### config.mk
export PLATFORM = sky130hd
export DESIGN_NAME = rob_top
export DESIGN_NICKNAME = d
export VERILOG_FILES = /design/src/rob_pkg.sv /design/src/rob_top.sv /design/src/rob_regfile.sv /design/src/rob_entry.sv /design/src/rob_ctrl.sv
export SDC_FILE = /design/constraint.sdc
export NUM_CORES = 2
export LEC_CHECK = 0
export ABC_AREA = 1
export BUFFER_PORTS_ARGS = -buffer_cell sky130_fd_sc_hd__buf_2
export CAP_MARGIN = 40
export CORE_AREA = 2 2 542 544
export CTS_CLUSTER_DIAMETER = 30
export CTS_CLUSTER_SIZE = 20
export DETAILED_ROUTE_END_ITERATION = 16
export DIE_AREA = 0 0 544 546
export MAX_ROUTING_LAYER = met4
export PLACE_DENSITY = 0.44
export SYNTH_ARGS = -nofsm -noshare
export SYNTH_HDL_FRONTEND = slang
export SYNTH_SLANG_ARGS = --single-unit
### constraint.sdc
create_clock -name clk -period 4.2 [get_ports clk]
set_input_delay 0.21 -clock clk [delete_from_list [all_inputs] [get_ports clk]]
set_output_delay 0.21 -clock clk [all_outputs]
set_load 0.01 [all_outputs]
### src/rob_pkg.sv
package rob_pkg;

   // Sizes
   localparam int ROB_ENTRIES = 8;
   localparam int ROB_ID_W    = 3;
   localparam int NUM_REGS    = 32;
   localparam int REG_ADDR_W  = 5;
   localparam int XLEN        = 32;

   // Entry index into the ROB
   typedef logic [ROB_ID_W-1:0] rob_id_t;

   // Head/tail pointer, wrap bit sits above the index
   typedef struct packed {
      logic    wrap;
      rob_id_t idx;
   } rob_ptr_t;

   typedef logic [REG_ADDR_W-1:0] reg_addr_t;
   typedef logic [XLEN-1:0]       xlen_t;

   // Per-entry lifecycle
   typedef enum logic [1:0] {
      ENT_FREE = 2'd0,
      ENT_WAIT = 2'd1,
      ENT_DONE = 2'd2
   } ent_state_e;

   // Instruction class, only branches can redirect
   typedef enum logic {
      KIND_ALU    = 1'b0,
      KIND_BRANCH = 1'b1
   } ent_kind_e;

endpackage
### src/rob_top.sv
`timescale 1ns/1ps

module rob_top
   import rob_pkg::*;
(
   input  logic      clk,
   input  logic      rst_n,

   input  logic      alloc_valid,
   input  ent_kind_e alloc_kind,
   input  logic      alloc_dst_en,
   input  reg_addr_t alloc_dst,
   output rob_id_t   alloc_id,
   output logic      full,

   input  logic      cmpl_valid,
   input  rob_id_t   cmpl_id,
   input  xlen_t     cmpl_result,
   input  logic      cmpl_mispred,

   output logic      retire_valid,
   output rob_id_t   retire_id,
   output logic      retire_dst_en,
   output reg_addr_t retire_dst,
   output xlen_t     retire_data,

   output logic      br_mispred,
   output xlen_t     br_tgt,

   input  reg_addr_t rd_addr_a,
   output xlen_t     rd_data_a,
   input  reg_addr_t rd_addr_b,
   output xlen_t     rd_data_b
);

   logic [ROB_ENTRIES-1:0] ent_alloc;
   logic [ROB_ENTRIES-1:0] ent_cmpl;
   logic [ROB_ENTRIES-1:0] ent_retire;
   logic                   flush;

   ent_state_e             ent_state   [ROB_ENTRIES-1:0];
   ent_kind_e              ent_kind    [ROB_ENTRIES-1:0];
   logic                   ent_dst_en  [ROB_ENTRIES-1:0];
   reg_addr_t              ent_dst     [ROB_ENTRIES-1:0];
   xlen_t                  ent_result  [ROB_ENTRIES-1:0];
   logic                   ent_mispred [ROB_ENTRIES-1:0];

   logic                   rf_wr_en;
   reg_addr_t              rf_wr_addr;
   xlen_t                  rf_wr_data;

   rob_ctrl u_ctrl (
      .clk,
      .rst_n,
      .alloc_valid,
      .full,
      .alloc_id,
      .cmpl_valid,
      .cmpl_id,
      .ent_state,
      .ent_kind,
      .ent_dst_en,
      .ent_dst,
      .ent_result,
      .ent_mispred,
      .ent_alloc,
      .ent_cmpl,
      .ent_retire,
      .flush,
      .retire_valid,
      .retire_id,
      .retire_dst_en,
      .retire_dst,
      .retire_data,
      .br_mispred,
      .br_tgt,
      .rf_wr_en,
      .rf_wr_addr,
      .rf_wr_data
   );

   for (genvar i = 0; i < ROB_ENTRIES; i++) begin : g_ents
      rob_entry u_ent (
         .clk,
         .rst_n,
         .alloc        (ent_alloc[i]),
         .alloc_kind,
         .alloc_dst_en,
         .alloc_dst,
         .cmpl         (ent_cmpl[i]),
         .cmpl_result,
         .cmpl_mispred,
         .retire       (ent_retire[i]),
         .flush,
         .state        (ent_state[i]),
         .kind         (ent_kind[i]),
         .dst_en       (ent_dst_en[i]),
         .dst          (ent_dst[i]),
         .result       (ent_result[i]),
         .mispred      (ent_mispred[i])
      );
   end

   rob_regfile u_rf (
      .clk,
      .rst_n,
      .wr_en   (rf_wr_en),
      .wr_addr (rf_wr_addr),
      .wr_data (rf_wr_data),
      .rd_addr_a,
      .rd_data_a,
      .rd_addr_b,
      .rd_data_b
   );

endmodule

### src/rob_regfile.sv
`timescale 1ns/1ps

module rob_regfile
   import rob_pkg::*;
(
   input  logic      clk,
   input  logic      rst_n,

   input  logic      wr_en,
   input  reg_addr_t wr_addr,
   input  xlen_t     wr_data,

   input  reg_addr_t rd_addr_a,
   output xlen_t     rd_data_a,
   input  reg_addr_t rd_addr_b,
   output xlen_t     rd_data_b
);

   xlen_t regs [NUM_REGS-1:0];

   always_ff @(posedge clk or negedge rst_n) begin
      if (!rst_n) begin
         for (int i = 0; i < NUM_REGS; i++) begin
            regs[i] <= '0;
         end
      end else if (wr_en && (wr_addr != '0)) begin
         regs[wr_addr] <= wr_data;
      end
   end

   // Combinational reads, x0 forced to zero
   assign rd_data_a = (rd_addr_a == '0) ? '0 : regs[rd_addr_a];
   assign rd_data_b = (rd_addr_b == '0) ? '0 : regs[rd_addr_b];

endmodule

### src/rob_entry.sv
`timescale 1ns/1ps

module rob_entry
   import rob_pkg::*;
(
   input  logic       clk,
   input  logic       rst_n,

   input  logic       alloc,
   input  ent_kind_e  alloc_kind,
   input  logic       alloc_dst_en,
   input  reg_addr_t  alloc_dst,

   input  logic       cmpl,
   input  xlen_t      cmpl_result,
   input  logic       cmpl_mispred,

   input  logic       retire,
   input  logic       flush,

   output ent_state_e state,
   output ent_kind_e  kind,
   output logic       dst_en,
   output reg_addr_t  dst,
   output xlen_t      result,
   output logic       mispred
);

   ent_state_e state_nxt;

   always_comb begin
      state_nxt = state;
      case (state)
         ENT_FREE: begin
            if (alloc) state_nxt = ENT_WAIT;
         end
         ENT_WAIT: begin
            if (cmpl) state_nxt = ENT_DONE;
         end
         ENT_DONE: begin
            if (retire) state_nxt = ENT_FREE;
         end
         default: state_nxt = ENT_FREE;
      endcase
      // Flush wins over everything
      if (flush) state_nxt = ENT_FREE;
   end

   always_ff @(posedge clk or negedge rst_n) begin
      if (!rst_n) begin
         state <= ENT_FREE;
      end else begin
         state <= state_nxt;
      end
   end

   // Static fields from decode
   always_ff @(posedge clk) begin
      if (alloc) begin
         kind   <= alloc_kind;
         dst_en <= alloc_dst_en;
         dst    <= alloc_dst;
      end
   end

   // Dynamic fields from execution
   always_ff @(posedge clk) begin
      if (cmpl) begin
         result  <= cmpl_result;
         mispred <= cmpl_mispred;
      end
   end

endmodule

### src/rob_ctrl.sv
`timescale 1ns/1ps

module rob_ctrl
   import rob_pkg::*;
(
   input  logic                   clk,
   input  logic                   rst_n,

   input  logic                   alloc_valid,
   output logic                   full,
   output rob_id_t                alloc_id,

   input  logic                   cmpl_valid,
   input  rob_id_t                cmpl_id,

   input  ent_state_e             ent_state   [ROB_ENTRIES-1:0],
   input  ent_kind_e              ent_kind    [ROB_ENTRIES-1:0],
   input  logic                   ent_dst_en  [ROB_ENTRIES-1:0],
   input  reg_addr_t              ent_dst     [ROB_ENTRIES-1:0],
   input  xlen_t                  ent_result  [ROB_ENTRIES-1:0],
   input  logic                   ent_mispred [ROB_ENTRIES-1:0],

   output logic [ROB_ENTRIES-1:0] ent_alloc,
   output logic [ROB_ENTRIES-1:0] ent_cmpl,
   output logic [ROB_ENTRIES-1:0] ent_retire,
   output logic                   flush,

   output logic                   retire_valid,
   output rob_id_t                retire_id,
   output logic                   retire_dst_en,
   output reg_addr_t              retire_dst,
   output xlen_t                  retire_data,

   output logic                   br_mispred,
   output xlen_t                  br_tgt,

   output logic                   rf_wr_en,
   output reg_addr_t              rf_wr_addr,
   output xlen_t                  rf_wr_data
);

   function automatic rob_ptr_t ptr_inc(input rob_ptr_t p);
      logic [ROB_ID_W:0] v;
      v = p + 1'b1;
      return rob_ptr_t'(v);
   endfunction

   function automatic logic [ROB_ENTRIES-1:0] onehot(input rob_id_t id);
      logic [ROB_ENTRIES-1:0] v;
      v = '0;
      v[id] = 1'b1;
      return v;
   endfunction

   rob_ptr_t head;   // oldest valid entry, when not empty
   rob_ptr_t tail;   // next entry to allocate, when not full

   logic     empty;
   logic     alloc_ok;
   logic     cmpl_ok;
   logic     head_done;

   assign empty = (head == tail);
   assign full  = (head.idx == tail.idx) && (head.wrap != tail.wrap);

   assign alloc_id = tail.idx;

   // Allocation is dropped while full or while the ROB is being flushed
   assign alloc_ok  = alloc_valid && !full && !flush;
   assign ent_alloc = alloc_ok ? onehot(tail.idx) : '0;

   // Stale or duplicate completions are ignored
   assign cmpl_ok  = cmpl_valid && (ent_state[cmpl_id] == ENT_WAIT);
   assign ent_cmpl = cmpl_ok ? onehot(cmpl_id) : '0;

   // Head select
   assign head_done     = (ent_state[head.idx] == ENT_DONE);
   assign retire_valid  = !empty && head_done;
   assign retire_id     = head.idx;
   assign retire_dst_en = ent_dst_en[head.idx];
   assign retire_dst    = ent_dst[head.idx];
   assign retire_data   = ent_result[head.idx];
   assign ent_retire    = retire_valid ? onehot(head.idx) : '0;

   // Mispredicted branch at head, younger work is discarded
   assign flush      = retire_valid && (ent_kind[head.idx] == KIND_BRANCH) &&
                       ent_mispred[head.idx];
   assign br_mispred = flush;
   assign br_tgt     = ent_result[head.idx];

   // x0 is hardwired, never written
   assign rf_wr_en   = retire_valid && retire_dst_en && (retire_dst != '0);
   assign rf_wr_addr = retire_dst;
   assign rf_wr_data = retire_data;

   always_ff @(posedge clk or negedge rst_n) begin
      if (!rst_n) begin
         head <= '0;
         tail <= '0;
      end else if (flush) begin
         // Both collapse to just past the branch
         head <= ptr_inc(head);
         tail <= ptr_inc(head);
      end else begin
         if (retire_valid) begin
            head <= ptr_inc(head);
         end
         if (alloc_ok) begin
            tail <= ptr_inc(tail);
         end
      end
   end

endmodule

# After elaboration in Yosys (flattened, before gate mapping)

Index checks and enable logic that the tools add are counted.
W data, S select, Z words.

Add/subtract/negate cells: 2
$lt $le $gt $ge: 10
Equality and inequality tests: 45
Multiplexer cells: 76
Reductions and logical operators: 38

Operators by type and width:

| kind                  | number |
|---|---|
| $bwmux W1024          | 1 |
| $bmux W32 S5          | 2 |
| $mux W32              | 6 |
| $demux W32 S5         | 1 |
| $bmux W32 S3          | 1 |
| $ne A3 B3 Y1 const B  | 24 |
| $mux W2               | 34 |
| $pmux W2 S3           | 8 |
| $mux W8               | 3 |
| $reduce_and A3 Y1     | 8 |
| $eq A2 B1 Y1 const B  | 9 |
| $eq A2 B2 Y1 const B  | 9 |
| $lt A5 B6 Y1 const B  | 3 |
| $logic_not A2 Y1      | 8 |
| $mux W4               | 4 |
| $bmux W5 S3           | 1 |
| $logic_and A1 B1 Y1   | 14 |
| $bmux W2 S3           | 2 |
| $lt A3 B4 Y1 const B  | 3 |
| $logic_not A5 Y1      | 2 |
| $bmux W1 S3           | 3 |
| $demux W1 S3          | 3 |
| $ge A3 B1 Y1 const B  | 3 |
| $add A4 B1 Y4 const B | 2 |
| other kinds (9)       | 17 |

Register bits: 1368
Input bits: 57
Output and inout bits: 143
Word-level logic and storage cells: 255

# Logic depth before layout (Yosys ltp)

Depth after elaboration: 12
Mapped depth: 16
Gate-level depth less buffers: 14

# Hierarchy

From an unflattened synthesis, not the netlist that was laid out.

Cells, all modules: 9609
Area total of the unflattened synthesis: 71384.7 um^2

Modules (own cells, without submodules):

| module      | times used | cells an instance | area an instance (um^2) | sequential area each (um^2) |
|---|---|---|---|---|
| rob_regfile | 1          | 8305              | 56609.3                 | 25624.6 |
| rob_entry   | 8          | 60                | 1325.0                  | 1251.2 |
| rob_ctrl    | 1          | 824               | 4175.3                  | 200.2 |

# Least setup slack after synthesis

No wires, ideal clock.

Path kind: input to register
Start point: input port cmpl_id[1]
End point: register g_ents[0].u_ent.mispred, enable pin
Setup time: 0.388 ns
Arrival: 2.094 ns
Required time: 3.812 ns
Slack: 1.718 ns
Stages: 7
Path buffers: 1
Cells stage by stage: clkbuf_1 inv_1 nand4_1 nand2_1 nor3_1 nand4_1 inv_1

Word-level cells in the longest chain between the ends: 5
Elaborated cells between the ends (all ways): 10
Classes of those cells: 2 x order compare; 1 x eq/ne; 5 x mux; 2 x reduce/logical

RTL lines:

| item                                                                        | RTL line                       | RTL |
|---|---|---|
| start: declaration                                                          | rob_top.sv:17                  | `input rob_id_t cmpl_id,` |
| $lt A3 B4 Y1 (not written as such), or another cell as far along            | rob_ctrl.sv:51                 | `v[id] = 1'b1;` |
| $logic_and A1 B1 Y1 (not written as such) / $mux W2 (equally long branches) | rob_ctrl.sv:51, rob_ctrl.sv:73 |  |
| $mux W1 (not written as such) / $eq A2 B1 Y1 (equally long branches)        | rob_ctrl.sv:51, rob_ctrl.sv:73 |  |
| $demux W1 S3 / $logic_and A1 B1 Y1 (equally long branches)                  | n/a                            |  |
| $mux W8 *                                                                   | rob_ctrl.sv:74                 | `assign ent_cmpl = cmpl_ok ? onehot(cmpl_id) : '0;` |
| net g_ents[0].u_ent.cmpl                                                    | rob_entry.sv:14                | `input logic cmpl,` |
| end signal: assignment                                                      | rob_entry.sv:70                | `mispred <= cmpl_mispred;` |
| end: declaration                                                            | rob_entry.sv:26                | `output logic mispred` |

Mark *: on every way through the listed nets, which the timed path passes. The rest lies on a longest branch. The select of a mux whose other input is x is not followed.
A chain may end at the register's enable or synchronous reset.

# Worst setup path after layout

Start point: register u_ctrl.head (netlist bit u_ctrl.retire_id[0])
End point: output port retire_data[18]

Word-level cells in the longest chain between the ends: 2

RTL lines:

| item                           | RTL line        | RTL |
|---|---|---|
| start: declaration             | rob_ctrl.sv:55  | `rob_ptr_t head;` |
| start signal: assignment       | rob_ctrl.sv:102 | `head <= ptr_inc(head);` |
| start signal: assignment       | rob_ctrl.sv:106 | `head <= ptr_inc(head);` |
| $bmux W32 S3                   | rob_ctrl.sv:82  | `assign retire_data = ent_result[head.idx];` |
| $mux W32 (not written as such) | rob_ctrl.sv:82  |  |
| end: declaration               | rob_top.sv:25   | `output xlen_t retire_data,` |

No other way between the ends. The select of a mux whose other input is x is not followed.

==> results.md <==
- Max Slew Vio Count: 0
- First-pass GRT wire length: 519000 um
- FF+latch count, synth: 1368
- Met3 Track Usage GR: 4.89%
- Met2 usage: 35.2%
- Die X: 544 um
- DR pass1 iterations: 8
- CTS tree: done
- Die area: 297000 um^2
- Share of post-route cells with drive strength above 1: 13.8%
- Fill cell count: 30500
- Hold Crit Class: in -> reg
- Syn nets: 9444
- CTS buffer count: 383
- Peak supply drop: 0.000446 V
- Power Internal: 43200 uW
- Final Critical Period: 3930 ps
- CP Capture Type: primary output
- Final Setup Violations: 0
- GPL Wtd Cong: 0.896
- WL per Instance: 26.3 um
- Residual DRC: 0
- Initial antenna violation count: 27
- WP data arrival: 3720 ps
- Worst setup endpoint: retire_data[18]
- Largest net degree at the start of global routing: 136
- Hold slack: 63.6 ps
- Syn Inst Count: 9385
- Post-synthesis cell type count: 36
- Vias post-DR: 74500
- CP peak stage delay: 590 ps
- Power Density: 780 nW/um^2
- Pleak: 0.0422 uW
- Io pins: 200
- Startpoint class of the critical path: flop
- Nets: 9490
- Seq pwr share: 25.8%
- Tot GR Track Use: 24.2%
- Hpwl dp: 214000 um
- Die Y: 546 um
- Row count: 199
- Endpoint of the worst register-to-register path: u_rf.regs[566]
- Vias in the first global route: 72100
- Total negative slack: 0 ps
- Area Growth Syn to Fin: 28.4%
- Met1 global-route usage: 32.1%
- Most used cell, CP: buf_4
- Core area: 292000 um^2
- RR Startpoint: u_ctrl.retire_id[2]
- Worst Tran Pin Value: 926 ps
- Worst Setup SP: u_ctrl.retire_id[0]
- Synthesized cell area: 72500 um^2
- Clock root cell: clkbuf_16
- Critical path type: reg -> out
- Max Fclk: 0.254 GHz
- Non-Filler Instances: 13700
- GR Overflow Total: 0
- Tcrit/Tclk final: 93.6%
- CTS Buffer Depth: 4
- Reg2Reg Depth: 11
- Reg clk slew, reported paths: 40 ps
- Initial Util: 24.8%
- Vias per cell: 5.44
- Combinational group share of total power: 33.5%
- WL final: 360000 um
- Reported max-cap violation count: 0
- Clock skew: 60.2 ps
- Clock power share: 40.8%
- CP max stage cell: dfrtp_4
- Final ANT Viol Nets: 0
- CTS sink cnt: 1368
- Switching share of power: 40.5%
- Commonest non-fill, non-tap cell in the layout: nand2_1
- CTS H-Tree Depth: 5
- Power, Total: 72600 uW
- Starting DRT DRC Count: 9747
- R2R Setup Slk: 290 ps
- Port bufs: 199
- Inst Count DP: 12900
- Psw: 29400 uW
- Seq/Total Area, Yosys: 49.4%
- Most frequent cells in the layout: nand2_1, nor2_1, nand3_1
- Worst-path cell chain: inv_4 > buf_4 > nor2_1 > o2111ai_4 > buf_4 > buf_2
- Worst Path Required: 3990 ps
- Clock Latency Late Sink: 920 ps
- CP max FO: 55
- Final Hold Fails: 0
- Utilization after layout: 31.9%
- Busiest layer in global routing: met2
- RSZ-0062 raised after global routing: no
- Synthesized area per cell: 7.72 um^2
- Setup Buffers After CTS: 0
- Status: finished, final reports clean
- Synth Warn #: 0
- Worst relative slew slack: 38.2%
[flip-flops by register name, summed over array words and instances (netlist names)]
name                  count
g_ents.u_ent.kind         8
u_ctrl.alloc_id           3
u_rf.regs              1024
g_ents.u_ent.mispred      8
g_ents.u_ent.dst_en       8
g_ents.u_ent.dst         40
g_ents.u_ent.result     256
u_ctrl.retire_id          3
u_ctrl.tail               1
u_ctrl.head               1
g_ents.u_ent.state       16
[per-stage QoR]
stage	instance area (um^2)	worst slack (ps)
after floorplan	72500	1720
after global placement	79200	526
after detailed placement	79400	501
after CTS	93000	206
after global routing	93100	115
final	93100	267
[critical path, delay by kind of cell, from the launching register on]
kind	cells	cell delay [ps]
buffers and inverters	4	1440
AND/OR/NAND/NOR	1	150
flip-flops	1	590
AO/OA/AOI/OAI	1	570
[synth_stat cells]
cell | n | area share, %
a21oi_1 | 103 | 0.71
a21oi_4 | 1 | 0.022
a31oi_1 | 31 | 0.27
and3_1 | 15 | 0.13
buf_1 | 39 | 0.20
buf_2 | 187 | 1.3
buf_4 | 59 | 0.61
buf_6 | 1 | 0.016
clkbuf_1 | 684 | 3.5
clkinv_1 | 2 | 0.010
dfrtp_1 | 1048 | 36
edfxtp_1 | 320 | 13
ha_1 | 2 | 0.035
inv_1 | 85 | 0.44
inv_2 | 11 | 0.057
nand2_1 | 2238 | 12
nand2_2 | 9 | 0.078
nand3_1 | 1256 | 8.7
nand4_1 | 23 | 0.20
nand4_2 | 2 | 0.035
nor2_1 | 1435 | 7.4
nor2_2 | 5 | 0.043
nor2_4 | 3 | 0.047
nor3_1 | 8 | 0.055
o2111ai_1 | 32 | 0.39
o211ai_1 | 36 | 0.37
o21a_1 | 2 | 0.021
o21ai_0 | 1247 | 8.6
o21ai_1 | 5 | 0.035
o221ai_1 | 387 | 4.7
o22ai_1 | 93 | 0.80
or2_0 | 2 | 0.017
or2_1 | 1 | 0.0086
or2_2 | 4 | 0.035
xnor2_1 | 1 | 0.012
xor2_1 | 8 | 0.097
[cells by family (layout without fill, tap and decap cells)]
kind of cell	Yosys count	count (layout)	share of synthesized area [%]
AO/OA/AOI/OAI	1937	1937	15.9
other	0	29	0
flip-flops	1368	1368	49.4
adder cells (fa/ha/maj)	2	2	0.0345
buffers and inverters	1068	1428	6.17
XOR/XNOR	9	9	0.109
AND/OR/NAND/NOR	5001	5001	28.3
[how the worst min path moves through the flow]
stage / startpoint / endpoint / depth (start not counted)
after floorplan: rst_n / g_ents[0].u_ent.state[0] / 0
after global placement: rst_n / u_rf.regs[144] / 1
after detailed placement: rst_n / u_rf.regs[208] / 1
after CTS: alloc_valid / u_ctrl.alloc_id[0] / 4
after global routing: rst_n / u_rf.regs[272] / 3
final: alloc_valid / u_ctrl.alloc_id[0] / 4
[cell type report]
class                   instances  area, um^2  share of cell area, %
well taps                    3919        4900                   5.27
clock buffers                 519       10900                   11.7
multi-input cells            6949       33000                   35.5
clock inverters               180        2290                   2.46
repair buffers                631        5640                   6.06
flip-flops and latches       1368       35800                   38.5
inverters                      98         415                  0.446
diodes                         29        72.6                 0.0780
[power by group through the flow]
stage | Clock, uW | Sequential, uW | Combinational, uW
final | 29600 | 18700 | 24300
after global routing | 30700 | 19000 | 25800
after CTS | 29900 | 18600 | 24000
after detailed placement | 0 | 18800 | 23900
after global placement | 0 | 18700 | 23400
after floorplan | 0 | 18000 | 12800
[repair_timing]
item                      CTS  global route
hold buffers               47             0
resized for setup           0             0
hold endpoints to repair  771             0
[per-layer routing]
metal  wire [um]  up-vias
met5           0        -
met4       16800        0
met3       34300      959
met2      157000     4450
met1      152000    36800
li1            -    32300
Power figures use the tool's default switching activity.
